File: src/include/lsu_funct3.svh
`ifndef LSU_FUNCT3_SVH
`define LSU_FUNCT3_SVH

// RV32I load funct3 codes
localparam funct3_t F3_LB  = 3'b000;
localparam funct3_t F3_LH  = 3'b001;
localparam funct3_t F3_LW  = 3'b010;
localparam funct3_t F3_LBU = 3'b100;
localparam funct3_t F3_LHU = 3'b101;

// RV32I store funct3 codes
localparam funct3_t F3_SB  = 3'b000;
localparam funct3_t F3_SH  = 3'b001;
localparam funct3_t F3_SW  = 3'b010;

`endif
File: src/hdl/lsu_pkg.sv
`default_nettype none

package lsu_pkg;

    localparam int XLEN      = 32;
    localparam int MASK_W    = XLEN / 8;            // one bit per byte lane
    localparam int RAM_WORDS = 256;
    localparam int RAM_AW    = $clog2(RAM_WORDS);   // word index width

    typedef logic [XLEN-1:0]   word_t;
    typedef logic [MASK_W-1:0] mask_t;
    typedef logic [2:0]        funct3_t;

    `include "lsu_funct3.svh"

    // handshake controller states
    typedef enum logic [1:0] {
        IDLE     = 2'd0,
        ACCESS   = 2'd1,
        DONE     = 2'd2,
        WAIT_LOW = 2'd3
    } lsu_state_t;

endpackage

`default_nettype wire

File: src/hdl/byte_enable_logic.sv
`default_nettype none

module byte_enable_logic (
    input  wire logic             memory_read,
    input  wire logic             memory_write,
    input  wire lsu_pkg::funct3_t funct3,
    input  wire logic [1:0]       address,
    input  wire lsu_pkg::word_t   store_data,
    input  wire lsu_pkg::word_t   ram_rdata,
    output lsu_pkg::word_t        load_data,
    output lsu_pkg::word_t        ram_wdata,
    output lsu_pkg::mask_t        write_mask,
    output logic                  fault
);

    import lsu_pkg::*;

    logic [7:0]  byte_sel;  // lane picked by address
    logic [15:0] half_sel;  // half picked by address[1]

    always_comb begin
        case (address)
            2'b00:   byte_sel = ram_rdata[7:0];
            2'b01:   byte_sel = ram_rdata[15:8];
            2'b10:   byte_sel = ram_rdata[23:16];
            default: byte_sel = ram_rdata[31:24];
        endcase
        half_sel = address[1] ? ram_rdata[31:16] : ram_rdata[15:0];
    end

    always_comb begin
        load_data  = '0;
        ram_wdata  = '0;
        write_mask = '0;
        fault      = 1'b0;

        if (memory_read) begin  // read wins if both flags are set
            case (funct3)
                F3_LB: begin
                    load_data = {{24{byte_sel[7]}}, byte_sel};  // sign-extend
                end
                F3_LBU: begin
                    load_data = {24'b0, byte_sel};              // zero-extend
                end
                F3_LH, F3_LHU: begin
                    if (address[0]) begin
                        fault = 1'b1;  // odd half-word address
                    end else if (funct3 == F3_LHU) begin
                        load_data = {16'b0, half_sel};
                    end else begin
                        load_data = {{16{half_sel[15]}}, half_sel};
                    end
                end
                F3_LW: begin
                    if (address != 2'b00) begin
                        fault = 1'b1;
                    end else begin
                        load_data = ram_rdata;
                    end
                end
                default: begin
                    fault = 1'b1;  // no such load
                end
            endcase
        end else if (memory_write) begin
            case (funct3)
                F3_SB: begin
                    ram_wdata  = {MASK_W{store_data[7:0]}};
                    write_mask = mask_t'(1) << address;  // one lane
                end
                F3_SH: begin
                    if (address[0]) begin
                        fault = 1'b1;
                    end else begin
                        ram_wdata  = {2{store_data[15:0]}};
                        write_mask = address[1] ? 4'b1100 : 4'b0011;
                    end
                end
                F3_SW: begin
                    if (address != 2'b00) begin
                        fault = 1'b1;
                    end else begin
                        ram_wdata  = store_data;
                        write_mask = '1;
                    end
                end
                default: begin
                    fault = 1'b1;  // no such store
                end
            endcase
        end
    end

    // the RAM must only ever see byte, aligned half or full word lanes
    a_mask_legal: assert final (write_mask inside {4'b0000, 4'b0001, 4'b0010, 4'b0100,
                                                   4'b1000, 4'b0011, 4'b1100, 4'b1111})
        else $error("illegal write mask %b", write_mask);

endmodule

`default_nettype wire

File: config.mk
export PLATFORM = sky130hd
export DESIGN_NAME = byte_enable_logic
export DESIGN_NICKNAME = d
export VERILOG_FILES = /design/src/hdl/lsu_pkg.sv /design/src/hdl/byte_enable_logic.sv
export VERILOG_INCLUDE_DIRS = /design/src /design/src/include
export SDC_FILE = /design/constraint.sdc
export NUM_CORES = 1
export LEC_CHECK = 0
export ABC_AREA = 1
export BUFFER_PORTS_ARGS = -buffer_cell sky130_fd_sc_hd__buf_2
export CORE_MARGIN = 1
export CORE_UTILIZATION = 40
export DETAILED_ROUTE_END_ITERATION = 8
export PLACE_DENSITY = 0.8
export SLEW_MARGIN = 15
export SYNTH_ARGS = -nofsm -noshare
export SYNTH_HDL_FRONTEND = slang
export SYNTH_SLANG_ARGS = --single-unit
File: constraint.sdc
create_clock -name vclk -period 1.2
set_input_delay 0.18 -clock vclk [all_inputs]
set_output_delay 0.18 -clock vclk [all_outputs]
set_load 0.02 [all_outputs]
==> key figures, run 1 <==
Status
  – Status: aborted with a tool error
  – Stage reached: global routing
  – Stop err: [ERROR DPL-0038] Utilization greater than 100%, impossible to legalize

Synthesis
  – Top area cells in the synthesized netlist: nand2_1 31%, nand3_1 19%, inv_1 9.7%, a21oi_2 8.3%, a21oi_1 7.7%
  – Sequential-to-total area share from yosys stat: 0%
  – Post-synthesis instance area: 2010 µm²
  – Top cell type's share of synthesized area: 31.2%
  – Synth area leader: nand2_1
  – Ys Warns: 0
  – Synthesized net count: 514
  – Mapped Avg Cell Area: 4.53 µm²
  – Mapped Cells: 443
  – Unique masters post-synth: 19

Floorplan
  – Core Rows: 25
  – Die H: 72.9 µm
  – Die width: 72.9 µm
  – Initial Util: 42.0%
  – I/O pins: 140

Place
  – IO Port Bufs: 140
  – Placer Congestion: 0.958
  – Placed Cells: 668
  – Hpwl dp: 6380 µm

Global routing
  – Largest net degree at the start of global routing: 22

Timing
  – Worst Endpoint after GRT Repair: load_data[11]
  – Worst endpoint type: output port

Clock network
  – Hold_buf cts: 0
==> logic make-up after synthesis <==
logic type,share of synthesized area (%)
buf+inv,18.8
compound gates,18.9
simple gates,62.3
==> synthesized netlist by cell type <==
cell type and n:
nand2_1 167, nand3_1 77, inv_1 52, nor2_1 35, a21oi_1 31, a21oi_2 19
buf_2 17, inv_2 9, clkbuf_1 7, o21ai_0 7, nand2_2 5, buf_4 3
nand3_2 3, nor2_4 3, o21ai_1 3, nor2_2 2, buf_6 1, clkinv_1 1
o211ai_1 1
==> per-stage QoR <==
stage | worst slack, ps | instance area [µm²]
after floorplan | -95.7 | 2290
after global placement | -330 | 3400
after detailed placement | -399 | 3400
after CTS | -268 | 4530
==> timing repair <==
item,in CTS
pin swaps,39
resized for setup,238
gates cloned,9
setup buffers,14
setup endpoints to repair,68
==> run 2: changes to the inputs <==
CORE_UTILIZATION = 39   (was 40)
PLACE_DENSITY = default   (was 0.8)
PLACE_DENSITY_LB_ADDON = 0.15   (was default)
clock period = 1.6 ns   (was 1.2 ns; I/O delays follow)
==> run 2 against run 1 <==
The flow now finishes, with violations (negative setup slack). Synthesized cell count did not move. Synthesized area did not move.
==> key figures, run 2 <==
Finish
  – Layout Cells excl Fill: 670
  – Most common cell after layout, fill and taps aside: nand2_1
  – Ant diodes: 0
  – Commonest cells after routing, fill and taps aside: 143 x nand2_1, 73 x buf_2, 59 x nand3_1
  – Nets: 676
  – FF+latch area: 0 µm²
  – Fill count: 334
  – Clkbuf count: 0
  – Final core occ: 80.8%
  – Area grow syn2layout: 95.1%
  – Sequential cell count: 0
  – Share of layout cells above drive strength 1: 50.9%

Global routing
  – Largest net degree at the start of global routing: 34
  – Number of antenna violations at the first check in global routing: 0
  – Remaining global-route overflow: 0
  – First-pass GRT wire length: 11400 µm
  – Gr usage total: 25.4%
  – Number of global-route vias before repair: 2678

Synthesis
  – Mapped Cells: 443 (unchanged)
  – Sequential-to-total area share from yosys stat: 0% (unchanged)
  – Synth area leader: nand2_1
  – Top area cells in the synthesized netlist: nand2_1 31%, nand3_1 19%, inv_1 9.7%, a21oi_2 8.3%, a21oi_1 7.7%
  – Synthesized net count: 514 (unchanged)
  – Dominant cell by count in the synthesized netlist: nand2_1
  – Synth cell count leaders: 167 x nand2_1, 77 x nand3_1, 52 x inv_1, 35 x nor2_1, 31 x a21oi_1
  – Post-synthesis instance area: 2010 µm² (unchanged)
  – Top cell type's share of synthesized area: 31.2% (unchanged)
  – Ys Warns: 0 (unchanged)
  – Unique masters post-synth: 19 (unchanged)
  – Mapped Avg Cell Area: 4.53 µm² (unchanged)

Power
  – Sw Pwr: 0.452 mW
  – Net Sw Frac: 56.2%
  – Leak: 2.31 nW
  – Clock power share: 0%
  – Logic pwr share: 100.0%
  – Power density over the cells: 205 nW/µm²
  – P_int: 0.352 mW
  – VDD IR-drop max: 171 µV
  – Reg power frac: 0%

Floorplan
  – Die width: 73.8 µm (+1.2%)
  – Die area: 5440 µm²
  – I/O pins: 140 (unchanged)
  – Core ar.: 4850 µm²
  – Core Rows: 25 (unchanged)
  – Die H: 73.8 µm (+1.2%)
  – Initial Util: 41.4% (-0.54 points)

Flow run
  – Max_cap viols: 0

Detailed routing
  – DRT antenna net count: 0
  – DR vias: 3683
  – Routed WL per cell: 14.8 µm
  – Drt pass-1 iters: 5
  – Via density: 5.50
  – Final wirelength: 9900 µm
  – Initial DRC count: 431
  – Drt drc: 0

Clock network
  – Hold_buf cts: 0 (unchanged)

Timing
  – PnR worst setup slack: -89.7 ps
  – Clock period minus worst slack: 1690 ps
  – Setup violators final: 29
  – Final hold vios: 0
  – TNS Setup: -740 ps
  – Final Max Slew Viols: 0
  – Max Fclk: 0.592 GHz
  – Fin crit share: 106%
  – Worst Tran Pin Value: 457 ps
  – Max-slew headroom: 69.5%
  – Unrepaired setup endpoints after global routing: true

Critical path
  – Critical Path Sink: ram_wdata[7]
  – Crit path required time: 1360 ps
  – Startpoint Class: input pin
  – Worst setup path start: address[1]
  – WP data arrival: 1450 ps
  – Slowest-stage cell, CP: nor2_4
  – Max stage delay on crit path: 270 ps
  – Cell breakdown of the critical path: buf_6 > inv_4 > nand2_2 > nor2_4 > clkbuf_16 > nand2_1 > nand3_1 > nand2_1 > inv_2 > buf_6
  – Max FO, Critical Path: 16
  – Crit Path Category: input pin to output port
  – CP endpoint kind: output port

Place
  – IO Port Bufs: 140 (unchanged)
  – Placed Cells: 653 (-2.2%)
  – Placer Congestion: 0.822 (-14%)
  – Hpwl dp: 5710 µm (-10%)

Status
  – Failing checks: negative setup slack
  – Status: finished with violations

Worst hold path
  – Worst min-delay path class: input pin to output port
## run 2: cell counts after synthesis
Identical to the previous run, type by type.
## run 2: what timing repair did
item                       CTS  global route
gates cloned                 0            10
buffers inserted             1             7
setup endpoints to repair   34            67
resized for setup            3           212
pin swaps                    1            18
## run 2: worst max-delay path: cells and delay by family
kind	cells	cell delay, ps
buf+inv	5	620
simple gates	5	590
## run 2: how the worst min path moves through the flow
stage,startpoint,end,cells past startpoint
6_report,memory_read,fault,4
5_1_grt,memory_read,fault,4
4_1_cts,memory_write,write_mask[1],4
3_5_place_dp,memory_write,write_mask[1],4
3_3_place_gp,memory_write,write_mask[1],4
2_1_floorplan,memory_write,write_mask[1],2
## run 2: power groups by stage
stage               combinational, mW  clock (mW)  sequential (mW)
floorplan                       0.329           0                0
global placement                0.598           0                0
detailed placement              0.605           0                0
CTS                             0.612           0                0
global route                    0.856           0                0
finish                          0.804           0                0
## run 2: per-stage QoR
step	hold slack (ps)	worst slack, ps	cell area (µm²)	power [mW]
after floorplan	634	56.4	2010	0.329
after global placement	843	-35.8	2990	0.598
after detailed placement	838	-50.7	2990	0.605
after CTS	839	1.19	3010	0.612
after global routing	898	-120	3920	0.856
final	855	-89.7	3920	0.804
## run 2: routing by layer
metal,GRT usage [%],vias to the layer above,wire (µm)
met5,0,-,0
met4,2.56,0,342
met3,0.823,54,1030
met2,44.2,265,4760
met1,35.8,1650,3770
li1,-,1714,-
## run 2: cell families after synthesis
logic type	count (synthesis)	synth area share, %
AO/OA/AOI/OAI	61	18.9
AND/OR/NAND/NOR	292	62.3
buffers and inverters	90	18.8
## run 2: final cells by class
type                            instances  area [µm²]  share of cell area (%)
Tap cell                               67        83.8                    2.14
Inverter                               62         243                    6.20
Multi-Input combinational cell        353        1930                    49.2
Timing Repair Buffer                  188        1670                    42.5
Power figures use the tool's default switching activity.
