==> config.mk <==
export PLATFORM = sky130hd
export DESIGN_NAME = lsu_ctrl
export DESIGN_NICKNAME = d
export VERILOG_FILES = /design/src/hdl/lsu_pkg.sv /design/src/hdl/lsu_ctrl.sv
export VERILOG_INCLUDE_DIRS = /design/src /design/src/include
export SDC_FILE = /design/constraint.sdc
export NUM_CORES = 1
export LEC_CHECK = 0
export BUFFER_PORTS_ARGS = -buffer_cell sky130_fd_sc_hd__buf_2
export CORE_ASPECT_RATIO = 1.4
export CORE_MARGIN = 2
export CORE_UTILIZATION = 38
export CTS_CLUSTER_DIAMETER = 100
export DETAILED_ROUTE_END_ITERATION = 6
export PLACE_DENSITY_LB_ADDON = 0.05
export SYNTH_ARGS = -nofsm -noshare
export SYNTH_HDL_FRONTEND = slang
export SYNTH_SLANG_ARGS = --single-unit
==> constraint.sdc <==
create_clock -name clk -period 1.99 [get_ports clk]
set_clock_uncertainty 0.05 [all_clocks]
set_input_delay 0.0995 -clock clk [delete_from_list [all_inputs] [get_ports clk]]
set_output_delay 0.0995 -clock clk [all_outputs]
set_load 0.1 [all_outputs]
==> src/include/lsu_funct3.svh <==
`ifndef LSU_FUNCT3_SVH
`define LSU_FUNCT3_SVH

// RV32I load funct3 codes
localparam funct3_t F3_LB  = 3'b000;
localparam funct3_t F3_LH  = 3'b001;
localparam funct3_t F3_LW  = 3'b010;
localparam funct3_t F3_LBU = 3'b100;
localparam funct3_t F3_LHU = 3'b101;

// RV32I store funct3 codes
localparam funct3_t F3_SB  = 3'b000;
localparam funct3_t F3_SH  = 3'b001;
localparam funct3_t F3_SW  = 3'b010;

`endif
==> src/hdl/lsu_pkg.sv <==
`default_nettype none

package lsu_pkg;

    localparam int XLEN      = 32;
    localparam int MASK_W    = XLEN / 8;            // one bit per byte lane
    localparam int RAM_WORDS = 256;
    localparam int RAM_AW    = $clog2(RAM_WORDS);   // word index width

    typedef logic [XLEN-1:0]   word_t;
    typedef logic [MASK_W-1:0] mask_t;
    typedef logic [2:0]        funct3_t;

    `include "lsu_funct3.svh"

    // handshake controller states
    typedef enum logic [1:0] {
        IDLE     = 2'd0,
        ACCESS   = 2'd1,
        DONE     = 2'd2,
        WAIT_LOW = 2'd3
    } lsu_state_t;

endpackage

`default_nettype wire

==> src/hdl/lsu_ctrl.sv <==
`default_nettype none

module lsu_ctrl (
    input  wire logic                       clk,
    input  wire logic                       rst,
    input  wire logic                       req,
    input  wire logic                       memory_read,
    input  wire logic                       memory_write,
    input  wire lsu_pkg::funct3_t           funct3,
    input  wire lsu_pkg::word_t             address,
    input  wire lsu_pkg::word_t             store_data,
    input  wire lsu_pkg::word_t             op_load_data,
    input  wire logic                       op_fault,
    output logic                            ack,
    output lsu_pkg::word_t                  load_data,
    output logic                            fault,
    output logic                            op_read,
    output logic                            op_write,
    output lsu_pkg::funct3_t                op_funct3,
    output logic [1:0]                      op_address,
    output lsu_pkg::word_t                  op_store_data,
    output logic [lsu_pkg::RAM_AW-1:0]      ram_index
);

    import lsu_pkg::*;

    lsu_state_t        state;
    logic              is_read;         // resolved operation
    logic              is_write;
    funct3_t           req_funct3;
    logic [RAM_AW+1:0] req_address;     // upper address bits wrap
    word_t             req_store_data;

    always_ff @(posedge clk) begin
        if (rst) begin
            state     <= IDLE;
            is_read   <= 1'b0;
            is_write  <= 1'b0;
            ack       <= 1'b0;
            fault     <= 1'b0;
            load_data <= '0;
        end else begin
            case (state)
                IDLE: begin
                    if (req) begin
                        is_read  <= memory_read;
                        is_write <= memory_write & ~memory_read;  // read has priority
                        fault    <= 1'b0;
                        state    <= ACCESS;
                    end
                end
                ACCESS: begin
                    if (is_write) begin
                        fault <= op_fault;  // store fault known here
                    end
                    state <= DONE;
                end
                DONE: begin
                    load_data <= op_load_data;  // zero unless a good load
                    if (is_read) begin
                        fault <= op_fault;
                    end
                    ack   <= 1'b1;
                    state <= WAIT_LOW;
                end
                WAIT_LOW: begin
                    if (!req) begin
                        ack   <= 1'b0;
                        state <= IDLE;
                    end
                end
                default: begin
                    state <= IDLE;
                end
            endcase
        end
    end

    // request payload, captured with the request
    always_ff @(posedge clk) begin
        if (state == IDLE && req) begin
            req_funct3     <= funct3;
            req_address    <= address[RAM_AW+1:0];
            req_store_data <= store_data;
        end
    end

    assign op_write      = (state == ACCESS) && is_write;  // one write per request
    assign op_read       = (state == DONE) && is_read;
    assign op_funct3     = req_funct3;
    assign op_address    = req_address[1:0];
    assign op_store_data = req_store_data;
    assign ram_index     = req_address[RAM_AW+1:2];

    // four-phase rule: ack drops only once the core has released req
    a_ack_release: assert property (@(posedge clk) $fell(ack) |-> (!$past(req) || $past(rst)))
        else $error("ack dropped while req still high");

    a_one_op: assert property (@(posedge clk) disable iff (rst) !(op_read && op_write))
        else $error("read and write issued together");

endmodule

`default_nettype wire

# Yosys cells after proc, flatten, opt, wreduce, memory -nomap -nowiden
# Cells that the tools add are included.
[classes] muxes=9 shift=0 n_addsub=0 bitwise_logic=2 magnitude_cmp=0 div=0 n_reduce_logical=10 mul=0 n_eq_ne=7
[ops] operator="$ne 2x2->1 const B" count=4
[ops] operator="$pmux 2 s4" count=1
[ops] operator="$reduce_and 2->1" count=3
[ops] operator="$eq 2x2->1 const B" count=2
[ops] operator="$mux 1" count=4
[ops] operator="$mux 2" count=2
[ops] operator="$reduce_and 4->1" count=1
[ops] operator="$logic_and 1x1->1" count=3
[ops] operator="$pmux 1 s3" count=1
[ops] operator="$reduce_bool 3->1" count=1
[ops] operator="$eq 2x1->1 const B" count=1
[ops] operator="$logic_not 2->1" count=1
[ops] operator="$pmux 1 s2" count=1
[ops] operator="$reduce_bool 2->1" count=1
[ops] operator="$and 1x1->1" count=1
[ops] operator="$not 1->1" count=1
[totals] n_memories=0 output_inout_bits=81 mem_bits_rw=0 latchBits=0 mem_bits_ro=0 elab_cells=37 regBits=83 input_bits=105

# Depth between registers and ports, before layout
# Gate-level depths: netlist of the first run.
[depth] word_depth=3 ltp_mapped=6 depth_no_buf=5

# Worst setup path after synthesis of the first run
# OpenSTA, ideal clock, no wires.
[synth_timing] path_kind="reg-to-reg" start="register state[0]" end="register req_funct3[0] (netlist: op_funct3[0]) (enable)" t_required_ps=1541 path_slack_ps=-76 path_stages_with_launch=5 arrival_time_ps=1617 synth_period_minus_slack_ps=2066 n_path_buf=0 setup_time_ps=399 cell_sequence="dfxtp_1 inv_1 ha_1 nand2_1 inv_1"
[synth_between] elab_chain_cells=2
[synth_rtl] item="start: declaration" line="lsu_ctrl.sv:27" text="lsu_state_t state;"
[synth_rtl] item="start signal: assignment" line="lsu_ctrl.sv:36" text="state <= IDLE;"
[synth_rtl] item="start signal: assignment" line="lsu_ctrl.sv:49" text="state <= ACCESS;"
[synth_rtl] item="start signal: assignment" line="lsu_ctrl.sv:56" text="state <= DONE;"
[synth_rtl] item="$logic_not 2->1" line="lsu_ctrl.sv:81" text="if (state == IDLE && req) begin"
[synth_rtl] item="$logic_and 1x1->1" line="lsu_ctrl.sv:81"
[synth_rtl] item="end signal: assignment" line="lsu_ctrl.sv:82" text="req_funct3 <= funct3;"
[synth_rtl] item="end: declaration" line="lsu_ctrl.sv:30" text="funct3_t req_funct3;"
# Every way passes these cells.
# A chain may end at the register's enable or synchronous reset.

# Worst setup path in the final report of the first run
[layout_timing] start="register state[0]" end="output op_read"
[layout_between] elab_chain_cells=2
[layout_rtl] item="$eq 2x2->1" line="lsu_ctrl.sv:89" text="assign op_read = (state == DONE) && is_read;"
[layout_rtl] item="$logic_and 1x1->1" line="lsu_ctrl.sv:89"
[layout_rtl] item="end: declaration" line="lsu_ctrl.sv:17" text="output logic op_read,"
# Every way passes these cells.

==> results of run 1 <==
## worst register-to-register path, delay by kind of cell, from the launching register on
| family | cells | cell delay, ns |
|---|---|---|
| fa+ha+maj | 1 | 0.26 |
| simple gates | 1 | 0.15 |
| buf+inv | 3 | 0.52 |
| flops | 1 | 0.36 |
## flip-flops by register name, summed over array words and instances, names as in the netlist
register / count
ack: 1
fault: 1
is_read: 1
is_write: 1
load_data: 32
op_funct3: 3
op_store_data: 32
req_address: 10
state: 2
## layout make-up
type / instances / area (um2) / share of cell area [%]
Tap cell: 97 / 121 / 2.53
Clock inverter: 5 / 30.0 / 0.626
Multi-Input combinational cell: 94 / 697 / 14.5
Timing Repair Buffer: 246 / 1680 / 35.0
Clock buffer: 11 / 131 / 2.74
Inverter: 5 / 22.5 / 0.470
Sequential cell: 83 / 2110 / 44.1
## through the flow
step	worst slack (ns)	cell area, um2	cells	util [%]	power (mW)
floorplan	0.0639	2870	190	-	5.55
global placement	0.302	3820	445	52.2	6.11
detailed placement	0.294	3820	445	52.2	6.12
CTS	0.160	4790	541	65.5	7.29
global route	0.0450	4790	541	65.5	7.55
finish	0.170	4790	541	65.5	7.25
## timing repair
| action | 4_1_cts | 5_1_grt |
|---|---|---|
| endpoints found under the hold margin | 80 | 0 |
| hold buffers | 80 | 0 |
| setup endpoints to repair | 1 | 0 |
| resized for setup | 1 | 0 |
## cell usage after synthesis
| library cell | instances |
|---|---|
| and2b_2 | 1 |
| clkbuf_1 | 1 |
| inv_1 | 5 |
| buf_1 | 1 |
| ha_1 | 6 |
| buf_6 | 1 |
| mux2i_1 | 35 |
| a2111oi_4 | 1 |
| a211oi_1 | 1 |
| edfxtp_1 | 45 |
| nand3_1 | 1 |
| and2_1 | 2 |
| o21ai_0 | 1 |
| dfxtp_1 | 38 |
| nand4b_1 | 1 |
| nand3b_1 | 1 |
| buf_2 | 2 |
| nand2_1 | 4 |
| buf_4 | 3 |
| nor2b_2 | 1 |
| nor2_1 | 35 |
| nand2b_1 | 1 |
| a21oi_1 | 3 |
## kinds of logic (layout without fill, tap and decap cells)
group	Yosys count	after routing	synth area share, %
adder cells (fa/ha/maj)	6	6	2.62
multiplexers	35	35	12.2
AND/OR/NAND/NOR	47	47	7.11
flip-flops	83	83	73.7
AO/OA/AOI/OAI	6	6	1.92
buffers and inverters	13	267	2.44
## final timing paths
kind	from	cells after the start	slack, ns	end
worst max-delay path	state[0]$_SDFFE_PP0P_	4	0.17	op_read
worst min-delay path	req	3	0.03	is_read$_SDFFE_PP0P_
worst max register to register	state[0]$_SDFFE_PP0P_	5	0.32	op_funct3[1]$_DFFE_PP_
worst min register to register	is_write$_SDFFE_PP0P_	2	0.42	is_write$_SDFFE_PP0P_
## report_power, final
group          leakage (nW)  internal, mW  switching (mW)
clock                0.0791         0.447           0.573
sequential            0.735          2.24           0.142
combinational          1.29         0.784            3.06
## per-layer routing
metal / vias up / part of all wire (%)
met5: - / 0
met4: 0 / 2.7
met3: 15 / 6.4
met2: 97 / 53
met1: 1066 / 38
li1: 1158 / -
==> impl_results.html, run 1 <==
<table>
<tr><th>Metric</th><th>Value</th></tr>
<tr><th colspan="2">Status</th></tr>
<tr><td>Status</td><td>complete, no violations</td></tr>
<tr><th colspan="2">GRT</th></tr>
<tr><td>Vias in the first global route</td><td>2,395</td></tr>
<tr><td>Initial antenna violation count</td><td>0</td></tr>
<tr><td>Met3 capacity usage during global routing</td><td>4.63%</td></tr>
<tr><td>Pin count of the biggest net entering global routing</td><td>46</td></tr>
<tr><td>Global route overflow</td><td>0</td></tr>
<tr><td>Total Routing Usage GR</td><td>17.4%</td></tr>
<tr><td>Grt met2 use</td><td>31.3%</td></tr>
<tr><td>M1 GR Usage</td><td>18.4%</td></tr>
<tr><td>Busiest layer in global routing</td><td>met2</td></tr>
<tr><td>First-pass GRT wire length</td><td>11.0 mm</td></tr>
<tr><th colspan="2">Worst setup path</th></tr>
<tr><td>Critical path capture point type</td><td>output port</td></tr>
<tr><td>Cell-by-cell trace of the critical path</td><td>inv_1 -&gt; ha_4 -&gt; and2_1 -&gt; buf_12</td></tr>
<tr><td>Highest fanout seen on the critical path</td><td>15</td></tr>
<tr><td>Cell type group with the largest total delay on the critical path</td><td>flip-flops</td></tr>
<tr><td>Arrival time of data at the critical path endpoint</td><td>1.67 ns</td></tr>
<tr><td>Largest stage delay on the critical path</td><td>0.36 ns</td></tr>
<tr><td>CP max stage cell</td><td>dfxtp_1</td></tr>
<tr><td>Startpoint-to-endpoint class of the critical path</td><td>register to output port</td></tr>
<tr><td>Bufs and invs on worst path</td><td>2</td></tr>
<tr><td>Critical Path Source Type</td><td>register</td></tr>
<tr><td>Required time worst endpoint</td><td>1.84 ns</td></tr>
<tr><th colspan="2">Floorplanning</th></tr>
<tr><td>Row cnt</td><td>37</td></tr>
<tr><td>Die ar.</td><td>0.00826 mm2</td></tr>
<tr><td>Die Wd</td><td>77.4 um</td></tr>
<tr><td>Number of I/O pins</td><td>186</td></tr>
<tr><td>Placeable core region</td><td>0.00731 mm2</td></tr>
<tr><td>Die extent in y</td><td>107 um</td></tr>
<tr><td>Starting density of the core</td><td>39.2%</td></tr>
<tr><th colspan="2">STA</th></tr>
<tr><td>Slew HR</td><td>65.7%</td></tr>
<tr><td>Setup TNS after final layout</td><td>0 ns</td></tr>
<tr><td>Shortest clock period the worst path allows after layout</td><td>1.82 ns</td></tr>
<tr><td>Unrepaired setup endpoints after global routing</td><td>false</td></tr>
<tr><td>Fin. Hold Viols</td><td>0</td></tr>
<tr><td>Max Clk Rate</td><td>0.549 GHz</td></tr>
<tr><td>Final critical-path share of the clock period</td><td>91.5%</td></tr>
<tr><td>Transition time at the pin with the least slew margin</td><td>0.518 ns</td></tr>
<tr><td>Number of setup violations in the final report</td><td>0</td></tr>
<tr><td>Max Slew Vio Count</td><td>0</td></tr>
<tr><td>Final hold slack</td><td>0.0350 ns</td></tr>
<tr><th colspan="2">Pwr</th></tr>
<tr><td>Maximum ir drop on the vdd rail</td><td>773 uV</td></tr>
<tr><td>Total leakage power</td><td>2.11 nW</td></tr>
<tr><td>Power density relative to cell area</td><td>1510 mW/mm2</td></tr>
<tr><th colspan="2">Yosys</th></tr>
<tr><td>Post-synth top area cell</td><td>edfxtp_1</td></tr>
<tr><td>Netlist area before placement</td><td>0.00287 mm2</td></tr>
<tr><td>Mean Syn Cell Area</td><td>15.1 um2</td></tr>
<tr><td>Seq/Total Area, Yosys</td><td>73.7%</td></tr>
<tr><td>Yosys Warn Count</td><td>0</td></tr>
<tr><td>Distinct cell type count after synthesis</td><td>23</td></tr>
<tr><td>Post-synthesis net count</td><td>301</td></tr>
<tr><td>Largest cells by area after synthesis</td><td>edfxtp_1 (47%), dfxtp_1 (27%), mux2i_1 (12%)</td></tr>
<tr><td>Synth top area share</td><td>47.1%</td></tr>
<tr><td>Count of mapped cells out of synthesis</td><td>190</td></tr>
<tr><td>Flip-flop and latch count after synthesis</td><td>83</td></tr>
<tr><th colspan="2">Detailed routing</th></tr>
<tr><td>Drt drc</td><td>0</td></tr>
<tr><td>Vias</td><td>2,336</td></tr>
<tr><td>Drt wl/cell</td><td>13.3 um</td></tr>
<tr><td>Overall routed net length</td><td>7.17 mm</td></tr>
<tr><td>DRT Pass-1 Iters</td><td>4</td></tr>
<tr><td>Via count normalized by instance count</td><td>4.32</td></tr>
<tr><td>Initial detailed-routing violation count</td><td>72</td></tr>
<tr><td>Antenna viol nets, final</td><td>0</td></tr>
<tr><th colspan="2">Placed design</th></tr>
<tr><td>HPWL after DPL</td><td>4.48 mm</td></tr>
<tr><td>Placer's final routability congestion estimate</td><td>0.740</td></tr>
<tr><td>Count of input and output buffers</td><td>163</td></tr>
<tr><th colspan="2">Worst hold path</th></tr>
<tr><td>Worst hold-check path type</td><td>input port to register</td></tr>
<tr><th colspan="2">Clock network</th></tr>
<tr><td>Number of levels the H-tree was split into</td><td>3</td></tr>
<tr><td>Number of buffers created by CTS</td><td>9</td></tr>
<tr><td>Clock transition at path regs</td><td>0.08 ns</td></tr>
<tr><td>Clock Root Buffer</td><td>clkbuf_8</td></tr>
<tr><td>TritonCTS clock tree</td><td>done</td></tr>
<tr><td>Longest Clk Path Bufs</td><td>2</td></tr>
<tr><td>Source-to-sink clock delay at the later pin of the worst-skew pair</td><td>0.34 ns</td></tr>
<tr><td>Sink count of the clock tree</td><td>83</td></tr>
<tr><td>Post CTS Setup Buffer Count</td><td>0</td></tr>
<tr><th colspan="2">Finish</th></tr>
<tr><td>Number of inserted filler cells in the final layout</td><td>571</td></tr>
<tr><td>Most frequent standard cell in the layout excluding fill and tap cells</td><td>buf_2</td></tr>
<tr><td>Final antenna diode count</td><td>0</td></tr>
<tr><td>Most frequent cells in the layout</td><td>buf_2 (162), dlygate4sd3_1 (80), edfxtp_1 (45)</td></tr>
<tr><td>Area growth syn-to-layout</td><td>67.2%</td></tr>
<tr><td>Fraction of final layout cells with drive strength greater than 1</td><td>41.7%</td></tr>
<tr><td># nets final</td><td>550</td></tr>
<tr><th colspan="2">Job</th></tr>
<tr><td>Number of max-capacitance violations reported</td><td>0</td></tr>
</table>
Power figures use the tool's default switching activity.
==> run 2, diff against run 1 <==
- CORE_UTILIZATION: 38 -> 45
- RECOVER_POWER: unset -> 25
- clock period: 1.99 -> 2.18 ns (I/O delays scaled with it)
==> run 2 against run 1 <==
Compared with the run above:
- setup slack got worse by 0.0088 ns
- global-route usage increased by 3.9 points
- sequential cell count unchanged
- final cell count decreased by 4.6%
- critical path type unchanged
==> impl_results.html, run 2 (synthesis gave the netlist of run 1 again) <==
<table>
<tr><th>Metric</th><th>Value</th></tr>
<tr><th colspan="2">STA</th></tr>
<tr><td>Setup TNS after final layout</td><td>0 ns (unchanged)</td></tr>
<tr><td>Final critical-path share of the clock period</td><td>92.6%</td></tr>
<tr><td>Unrepaired setup endpoints after global routing</td><td>false</td></tr>
<tr><td>Worst Slack Setup Final</td><td>0.161 ns (-0.00883 ns)</td></tr>
<tr><td>Final hold slack</td><td>0.0516 ns (+0.0166 ns)</td></tr>
<tr><td>Slew HR</td><td>21.7% (-44 points)</td></tr>
<tr><td>Fin. Hold Viols</td><td>0 (unchanged)</td></tr>
<tr><td>Max Clk Rate</td><td>0.495 GHz</td></tr>
<tr><td>Transition time at the pin with the least slew margin</td><td>1.18 ns (+0.662 ns)</td></tr>
<tr><td>Number of setup violations in the final report</td><td>0 (unchanged)</td></tr>
<tr><td>Max Slew Vio Count</td><td>0 (unchanged)</td></tr>
<tr><td>Shortest clock period the worst path allows after layout</td><td>2.02 ns</td></tr>
<tr><th colspan="2">Pwr</th></tr>
<tr><td>Power density relative to cell area</td><td>1390 mW/mm2 (-8.1%)</td></tr>
<tr><td>Net switching power figure</td><td>3.41 mW (-9.7%)</td></tr>
<tr><td>Share of power burned in registers</td><td>33.4% (+0.5 points)</td></tr>
<tr><td>Clk network pwr share</td><td>14.0% (about the same)</td></tr>
<tr><td>Internal power summed over all cells</td><td>3.12 mW (-10%)</td></tr>
<tr><td>Total leakage power</td><td>2.08 nW (-1.4%)</td></tr>
<tr><td>Combinational power share</td><td>52.6% (-0.4 points)</td></tr>
<tr><td>Total design power</td><td>6.53 mW (-9.9%)</td></tr>
<tr><td>Switching part of the total</td><td>52.2% (+0.15 points)</td></tr>
<tr><td>Maximum ir drop on the vdd rail</td><td>831 uV (+7.6%)</td></tr>
<tr><th colspan="2">Worst setup path</th></tr>
<tr><td>Startpoint-to-endpoint class of the critical path</td><td>register to output port</td></tr>
<tr><td>CP max stage cell</td><td>ha_2</td></tr>
<tr><td>Required time worst endpoint</td><td>2.02 ns (+0.18 ns)</td></tr>
<tr><td>Bufs and invs on worst path</td><td>2 (unchanged)</td></tr>
<tr><td>Arrival time of data at the critical path endpoint</td><td>1.86 ns (+0.19 ns)</td></tr>
<tr><td>Critical path capture point type</td><td>output port</td></tr>
<tr><td>Cell type group with the largest total delay on the critical path</td><td>buffers and inverters</td></tr>
<tr><td>Stages on worst setup path</td><td>4 (unchanged)</td></tr>
<tr><td>Largest stage delay on the critical path</td><td>0.44 ns (+0.08 ns)</td></tr>
<tr><td>Logic depth of the worst register-to-register path</td><td>5 (unchanged)</td></tr>
<tr><td>End point of the critical path</td><td>op_read</td></tr>
<tr><td>Cell-by-cell trace of the critical path</td><td>inv_1 -&gt; ha_2 -&gt; and2_1 -&gt; buf_2</td></tr>
<tr><td>Start of the worst register-to-register path</td><td>state[0]$_SDFFE_PP0P_</td></tr>
<tr><td>Worst flop-to-flop path endpoint</td><td>op_store_data[24]$_DFFE_PP_</td></tr>
<tr><td>Minimum setup slack among reg-to-reg paths</td><td>0.40 ns (+0.08 ns)</td></tr>
<tr><td>Critical Path Source Type</td><td>register</td></tr>
<tr><td>Critical path launch point</td><td>state[0]$_SDFFE_PP0P_</td></tr>
<tr><td>Highest fanout seen on the critical path</td><td>13 (-2)</td></tr>
<tr><th colspan="2">Placed design</th></tr>
<tr><td>Count of input and output buffers</td><td>163 (unchanged)</td></tr>
<tr><td>HPWL after DPL</td><td>4.42 mm (-1.3%)</td></tr>
<tr><td>Worst slack at placement</td><td>0.398 ns (+0.103 ns)</td></tr>
<tr><td>Post-Place Cells</td><td>420 (-5.6%)</td></tr>
<tr><td>Placement Cell Area</td><td>0.00375 mm2 (-2.0%)</td></tr>
<tr><td>Placer's final routability congestion estimate</td><td>0.733 (-0.99%)</td></tr>
<tr><th colspan="2">GRT</th></tr>
<tr><td>Global route overflow</td><td>0 (unchanged)</td></tr>
<tr><td>Initial antenna violation count</td><td>0 (unchanged)</td></tr>
<tr><td>Vias in the first global route</td><td>2,445 (+2.1%)</td></tr>
<tr><td>Total Routing Usage GR</td><td>21.3% (+3.9 points)</td></tr>
<tr><td>Pin count of the biggest net entering global routing</td><td>46 (unchanged)</td></tr>
<tr><td>First-pass GRT wire length</td><td>11.6 mm (+4.9%)</td></tr>
<tr><th colspan="2">Clock network</th></tr>
<tr><td>Clock Root Buffer</td><td>clkbuf_8</td></tr>
<tr><td>Longest Clk Path Bufs</td><td>2 (unchanged)</td></tr>
<tr><td>Source-to-sink clock delay at the later pin of the worst-skew pair</td><td>0.33 ns (about the same)</td></tr>
<tr><td>Number of buffers added to fix hold violations after cts</td><td>80 (unchanged)</td></tr>
<tr><td>Post-cts gate resize count</td><td>0 (-1)</td></tr>
<tr><td>Number of levels the H-tree was split into</td><td>3 (unchanged)</td></tr>
<tr><td>Post CTS Setup Buffer Count</td><td>0 (unchanged)</td></tr>
<tr><td>Number of buffers created by CTS</td><td>9 (unchanged)</td></tr>
<tr><td>TritonCTS clock tree</td><td>done</td></tr>
<tr><td>Sink count of the clock tree</td><td>83 (unchanged)</td></tr>
<tr><td>Clock transition at path regs</td><td>0.08 ns (about the same)</td></tr>
<tr><th colspan="2">Floorplanning</th></tr>
<tr><td>Placeable core region</td><td>0.00617 mm2 (-16%)</td></tr>
<tr><td>Die Wd</td><td>71.5 um (-7.7%)</td></tr>
<tr><td>Number of I/O pins</td><td>186 (unchanged)</td></tr>
<tr><td>Die extent in y</td><td>98.4 um (-7.8%)</td></tr>
<tr><td>Starting density of the core</td><td>46.5% (+7.3 points)</td></tr>
<tr><td>Row cnt</td><td>34 (-8.1%)</td></tr>
<tr><td>Die ar.</td><td>0.00703 mm2 (-15%)</td></tr>
<tr><th colspan="2">Job</th></tr>
<tr><td>Number of max-capacitance violations reported</td><td>0 (unchanged)</td></tr>
<tr><th colspan="2">Detailed routing</th></tr>
<tr><td>Antenna viol nets, final</td><td>0 (unchanged)</td></tr>
<tr><td>Metal-1 WL</td><td>2.69 mm (-1.2%)</td></tr>
<tr><td>Met2 WL</td><td>3.84 mm (+1.4%)</td></tr>
<tr><td>DRT Pass-1 Iters</td><td>6 (+2)</td></tr>
<tr><td>Overall routed net length</td><td>7.41 mm (+3.2%)</td></tr>
<tr><td>Top routing layer in use</td><td>met4</td></tr>
<tr><td>Drt drc</td><td>0 (unchanged)</td></tr>
<tr><td>Drt wl/cell</td><td>14.4 um (+8.2%)</td></tr>
<tr><td>Initial detailed-routing violation count</td><td>116 (+61%)</td></tr>
<tr><td>Met3 routed WL</td><td>611 um (+32%)</td></tr>
<tr><td>Via count normalized by instance count</td><td>4.67 (+8.1%)</td></tr>
<tr><td>Vias</td><td>2,408 (+3.1%)</td></tr>
<tr><th colspan="2">Finish</th></tr>
<tr><td>Area growth syn-to-layout</td><td>63.9%</td></tr>
<tr><td># nets final</td><td>550 (unchanged)</td></tr>
<tr><td>Post-route core utilization</td><td>76.2% (+11 points)</td></tr>
<tr><td>Most frequent cells in the layout</td><td>buf_2 (156), dlygate4sd3_1 (80), edfxtp_1 (45)</td></tr>
<tr><td>Final antenna diode count</td><td>0 (unchanged)</td></tr>
<tr><td>Fraction of final layout cells with drive strength greater than 1</td><td>39.4% (-2.3 points)</td></tr>
<tr><td>Post-layout instance count excluding filler cells</td><td>516 (-4.6%)</td></tr>
<tr><td>Most frequent standard cell in the layout excluding fill and tap cells</td><td>buf_2</td></tr>
<tr><td>Post-layout instance area</td><td>0.00470 mm2 (-2.0%)</td></tr>
<tr><th colspan="2">Status</th></tr>
<tr><td>Status</td><td>complete, no violations</td></tr>
<tr><th colspan="2">Worst hold path</th></tr>
<tr><td>Worst hold-check path type</td><td>input port to register</td></tr>
</table>
run 2: how the worst min path moves through the flow:
stage                        start                           to  slack, ns  cells past startpoint
floorplan                funct3[0]       op_funct3[0]$_DFFE_PP_       0.16                      0
global placement    store_data[29]  op_store_data[29]$_DFFE_PP_       0.24                      1
detailed placement  store_data[16]  op_store_data[16]$_DFFE_PP_       0.24                      1
CTS                            req         is_read$_SDFFE_PP0P_       0.04                      3
global route                   req         is_read$_SDFFE_PP0P_       0.07                      3
finish                         req         is_read$_SDFFE_PP0P_       0.05                      3
run 2: power by group through the flow:
| stage | clock network (mW) | logic (mW) | registers, mW |
|---|---|---|---|
| floorplan | 0 | 0.707 | 4.36 |
| global placement | 0 | 3.33 | 2.19 |
| detailed placement | 0 | 3.34 | 2.20 |
| CTS | 0.950 | 3.45 | 2.17 |
| global route | 1.01 | 3.57 | 2.22 |
| finish | 0.917 | 3.43 | 2.18 |
run 2: worst min-delay path: cells and delay by family:
kind            cells  cell delay (ns)
buf+inv             1             0.14
simple gates        1             0.09
compound gates      1             0.05
run 2: final cells by class:
type | instances | area [um2]
Sequential cell | 83 | 2110
Timing Repair Buffer | 246 | 1630
Fill cell | 402 | 1470
Multi-Input combinational cell | 94 | 687
Clock buffer | 11 | 131
Tap cell | 72 | 90.1
Clock inverter | 5 | 28.8
Inverter | 5 | 18.8
run 2: per-layer routing:
metal  global-route usage [%]  up-vias
li1                         -     1156
met4                     12.0        0
met1                     23.7     1115
met5                        0        -
met2                     37.3      117
met3                     4.19       20
==> run 3, diff against run 2 <==
- CAP_MARGIN: unset -> 5
- CELL_PAD_IN_SITES_DETAIL_PLACEMENT: unset -> 0
- CELL_PAD_IN_SITES_GLOBAL_PLACEMENT: unset -> 1
- CORE_UTILIZATION: 45 -> 34
==> run 3 against run 2 <==
Compared with the run above:
- clock-buffer cell count stayed put
- first-iteration DRC count decreased by 7.8%
- sequential cell count stayed put
- via count is 5.3% lower
- critical path type unchanged
- global-route usage shrank 6.2 points
- sequential power hardly changed
- power increased by 10%
- core utilization shrank 16 points
- sequential share of layout area shrank 2.0 points
- die area is 31% higher
- final cell count is 5.6% higher
==> impl_results.html, run 3 (synthesis gave the netlist of run 1 again) <==
<table>
<tr><th>Metric</th><th>Value</th></tr>
<tr><th colspan="2">Pwr</th></tr>
<tr><td>Power density relative to cell area</td><td>1460 mW/mm2 (+5.4%)</td></tr>
<tr><td>Total leakage power</td><td>2.16 nW (+3.8%)</td></tr>
<tr><td>Maximum ir drop on the vdd rail</td><td>751 uV (-9.7%)</td></tr>
<tr><th colspan="2">Clock network</th></tr>
<tr><td>Sink count of the clock tree</td><td>83 (unchanged)</td></tr>
<tr><td>Post-cts gate resize count</td><td>0 (unchanged)</td></tr>
<tr><td>Clock Root Buffer</td><td>clkbuf_16</td></tr>
<tr><td>Post CTS Setup Buffer Count</td><td>0 (unchanged)</td></tr>
<tr><td>Longest Clk Path Bufs</td><td>2 (unchanged)</td></tr>
<tr><td>Number of buffers added to fix hold violations after cts</td><td>79 (-1.3%)</td></tr>
<tr><td>Source-to-sink clock delay at the later pin of the worst-skew pair</td><td>0.32 ns (about the same)</td></tr>
<tr><td>Number of levels the H-tree was split into</td><td>3 (unchanged)</td></tr>
<tr><td>Clock transition at path regs</td><td>0.06 ns (-0.02 ns)</td></tr>
<tr><td>TritonCTS clock tree</td><td>done</td></tr>
<tr><td>Number of buffers created by CTS</td><td>9 (unchanged)</td></tr>
<tr><th colspan="2">Detailed routing</th></tr>
<tr><td>DRT Pass-1 Iters</td><td>4 (-2)</td></tr>
<tr><td>Antenna viol nets, final</td><td>0 (unchanged)</td></tr>
<tr><td>Overall routed net length</td><td>7.01 mm (-5.3%)</td></tr>
<tr><td>Via count normalized by instance count</td><td>4.19 (-10%)</td></tr>
<tr><td>Vias</td><td>2,281 (-5.3%)</td></tr>
<tr><td>Initial detailed-routing violation count</td><td>107 (-7.8%)</td></tr>
<tr><td>Drt wl/cell</td><td>12.9 um (-10%)</td></tr>
<tr><td>Drt drc</td><td>0 (unchanged)</td></tr>
<tr><th colspan="2">STA</th></tr>
<tr><td>Max Slew Vio Count</td><td>0 (unchanged)</td></tr>
<tr><td>Final critical-path share of the clock period</td><td>88.5% (-4.2 points)</td></tr>
<tr><td>Unrepaired setup endpoints after global routing</td><td>false</td></tr>
<tr><td>Fin. Hold Viols</td><td>0 (unchanged)</td></tr>
<tr><td>Shortest clock period the worst path allows after layout</td><td>1.93 ns (-0.0908 ns)</td></tr>
<tr><td>Transition time at the pin with the least slew margin</td><td>1.20 ns (+0.0183 ns)</td></tr>
<tr><td>Setup TNS after final layout</td><td>0 ns (unchanged)</td></tr>
<tr><td>Max Clk Rate</td><td>0.519 GHz (+4.7%)</td></tr>
<tr><td>Slew HR</td><td>20.5% (-1.2 points)</td></tr>
<tr><td>Number of setup violations in the final report</td><td>0 (unchanged)</td></tr>
<tr><th colspan="2">Finish</th></tr>
<tr><td>Number of inserted filler cells in the final layout</td><td>693 (+72%)</td></tr>
<tr><td>Post-route core utilization</td><td>60.0% (-16 points)</td></tr>
<tr><td>Total area of sequential cells</td><td>0.00211 mm2 (unchanged)</td></tr>
<tr><td>Final antenna diode count</td><td>0 (unchanged)</td></tr>
<tr><td>Most frequent standard cell in the layout excluding fill and tap cells</td><td>buf_2</td></tr>
<tr><td># nets final</td><td>549 (-0.18%)</td></tr>
<tr><td>Fraction of final layout cells with drive strength greater than 1</td><td>39.7% (+0.31 points)</td></tr>
<tr><td>Most frequent cells in the layout</td><td>buf_2 (155), dlygate4sd3_1 (79), edfxtp_1 (45)</td></tr>
<tr><td>Area growth syn-to-layout</td><td>71.5%</td></tr>
<tr><td>Area taken by multi-input logic gates</td><td>687 um2 (unchanged)</td></tr>
<tr><th colspan="2">Worst setup path</th></tr>
<tr><td>Startpoint-to-endpoint class of the critical path</td><td>register to output port</td></tr>
<tr><td>Critical Path Source Type</td><td>register</td></tr>
<tr><td>Required time worst endpoint</td><td>2.02 ns (about the same)</td></tr>
<tr><td>Critical path capture point type</td><td>output port</td></tr>
<tr><td>Arrival time of data at the critical path endpoint</td><td>1.77 ns (-0.09 ns)</td></tr>
<tr><td>Highest fanout seen on the critical path</td><td>15 (+2)</td></tr>
<tr><th colspan="2">Placed design</th></tr>
<tr><td>Placer's final routability congestion estimate</td><td>0.699 (-4.6%)</td></tr>
<tr><td>HPWL after DPL</td><td>4.68 mm (+5.9%)</td></tr>
<tr><td>Count of input and output buffers</td><td>163 (unchanged)</td></tr>
<tr><th colspan="2">Worst hold path</th></tr>
<tr><td>Worst hold-check path type</td><td>input port to register</td></tr>
<tr><th colspan="2">GRT</th></tr>
<tr><td>Total Routing Usage GR</td><td>15.1% (-6.2 points)</td></tr>
<tr><td>Initial antenna violation count</td><td>0 (unchanged)</td></tr>
<tr><td>First-pass GRT wire length</td><td>10.5 mm (-9.5%)</td></tr>
<tr><td>Global route overflow</td><td>0 (unchanged)</td></tr>
<tr><td>Vias in the first global route</td><td>2,194 (-10%)</td></tr>
<tr><td>Pin count of the biggest net entering global routing</td><td>46 (unchanged)</td></tr>
<tr><th colspan="2">Floorplanning</th></tr>
<tr><td>Number of I/O pins</td><td>186 (unchanged)</td></tr>
<tr><td>Die ar.</td><td>0.00919 mm2 (+31%)</td></tr>
<tr><td>Die Wd</td><td>81.6 um (+14%)</td></tr>
<tr><td>Row cnt</td><td>39 (+15%)</td></tr>
<tr><td>Placeable core region</td><td>0.00820 mm2 (+33%)</td></tr>
<tr><td>Starting density of the core</td><td>35.0% (-12 points)</td></tr>
<tr><td>Die extent in y</td><td>113 um (+14%)</td></tr>
<tr><th colspan="2">Status</th></tr>
<tr><td>Status</td><td>complete, no violations</td></tr>
<tr><th colspan="2">Job</th></tr>
<tr><td>Number of max-capacitance violations reported</td><td>0 (unchanged)</td></tr>
</table>
## run 3: layout make-up
class                      count  area share [%]
clock inverter                 5            1.58
clock buffer                  11            4.73
multi-input combinational     94            14.0
inverter                       5           0.382
sequential                    83            43.0
tap                          102            2.60
timing repair buffer         245            33.8
## run 3: worst max-delay path, cell delays in order (launching register included)
cell     delay, ns
dfxtp_1       0.35
inv_1         0.13
ha_2          0.52
and2_1        0.25
buf_12        0.18
## run 3: through the flow
step,power (mW),cells,hold WS [ns],cell area [um2],setup WS (ns)
after floorplan,5.07,190,0.158,2870,0.114
after global placement,5.57,450,0.236,3820,0.470
after detailed placement,5.59,450,0.238,3820,0.441
after CTS,7.28,545,0.00154,4920,0.210
after global routing,7.50,545,0.0226,4920,0.134
final,7.20,545,0.0182,4920,0.252
## run 3: path summary, 6_finish.rpt
check / startpoint / cells past startpoint / slack (ns) / to
max reg2reg: state[0]$_SDFFE_PP0P_ / 5 / 0.45 / load_data[12]$_SDFFE_PP0P_
min: memory_write / 3 / 0.02 / is_write$_SDFFE_PP0P_
max: state[0]$_SDFFE_PP0P_ / 4 / 0.25 / op_read
min reg2reg: is_write$_SDFFE_PP0P_ / 2 / 0.41 / is_write$_SDFFE_PP0P_
## run 3: per-layer routing
layer | wire length [um] | global-route usage, %
met1 | 2870 | 16.9
met2 | 3490 | 25.9
met3 | 576 | 5.47
met4 | 79 | 5.67
met5 | 0 | 0
## run 3: power by group
part	switching, mW	internal (mW)
Clock	0.558	0.999
Combinational	2.78	0.693
Sequential	0.117	2.05
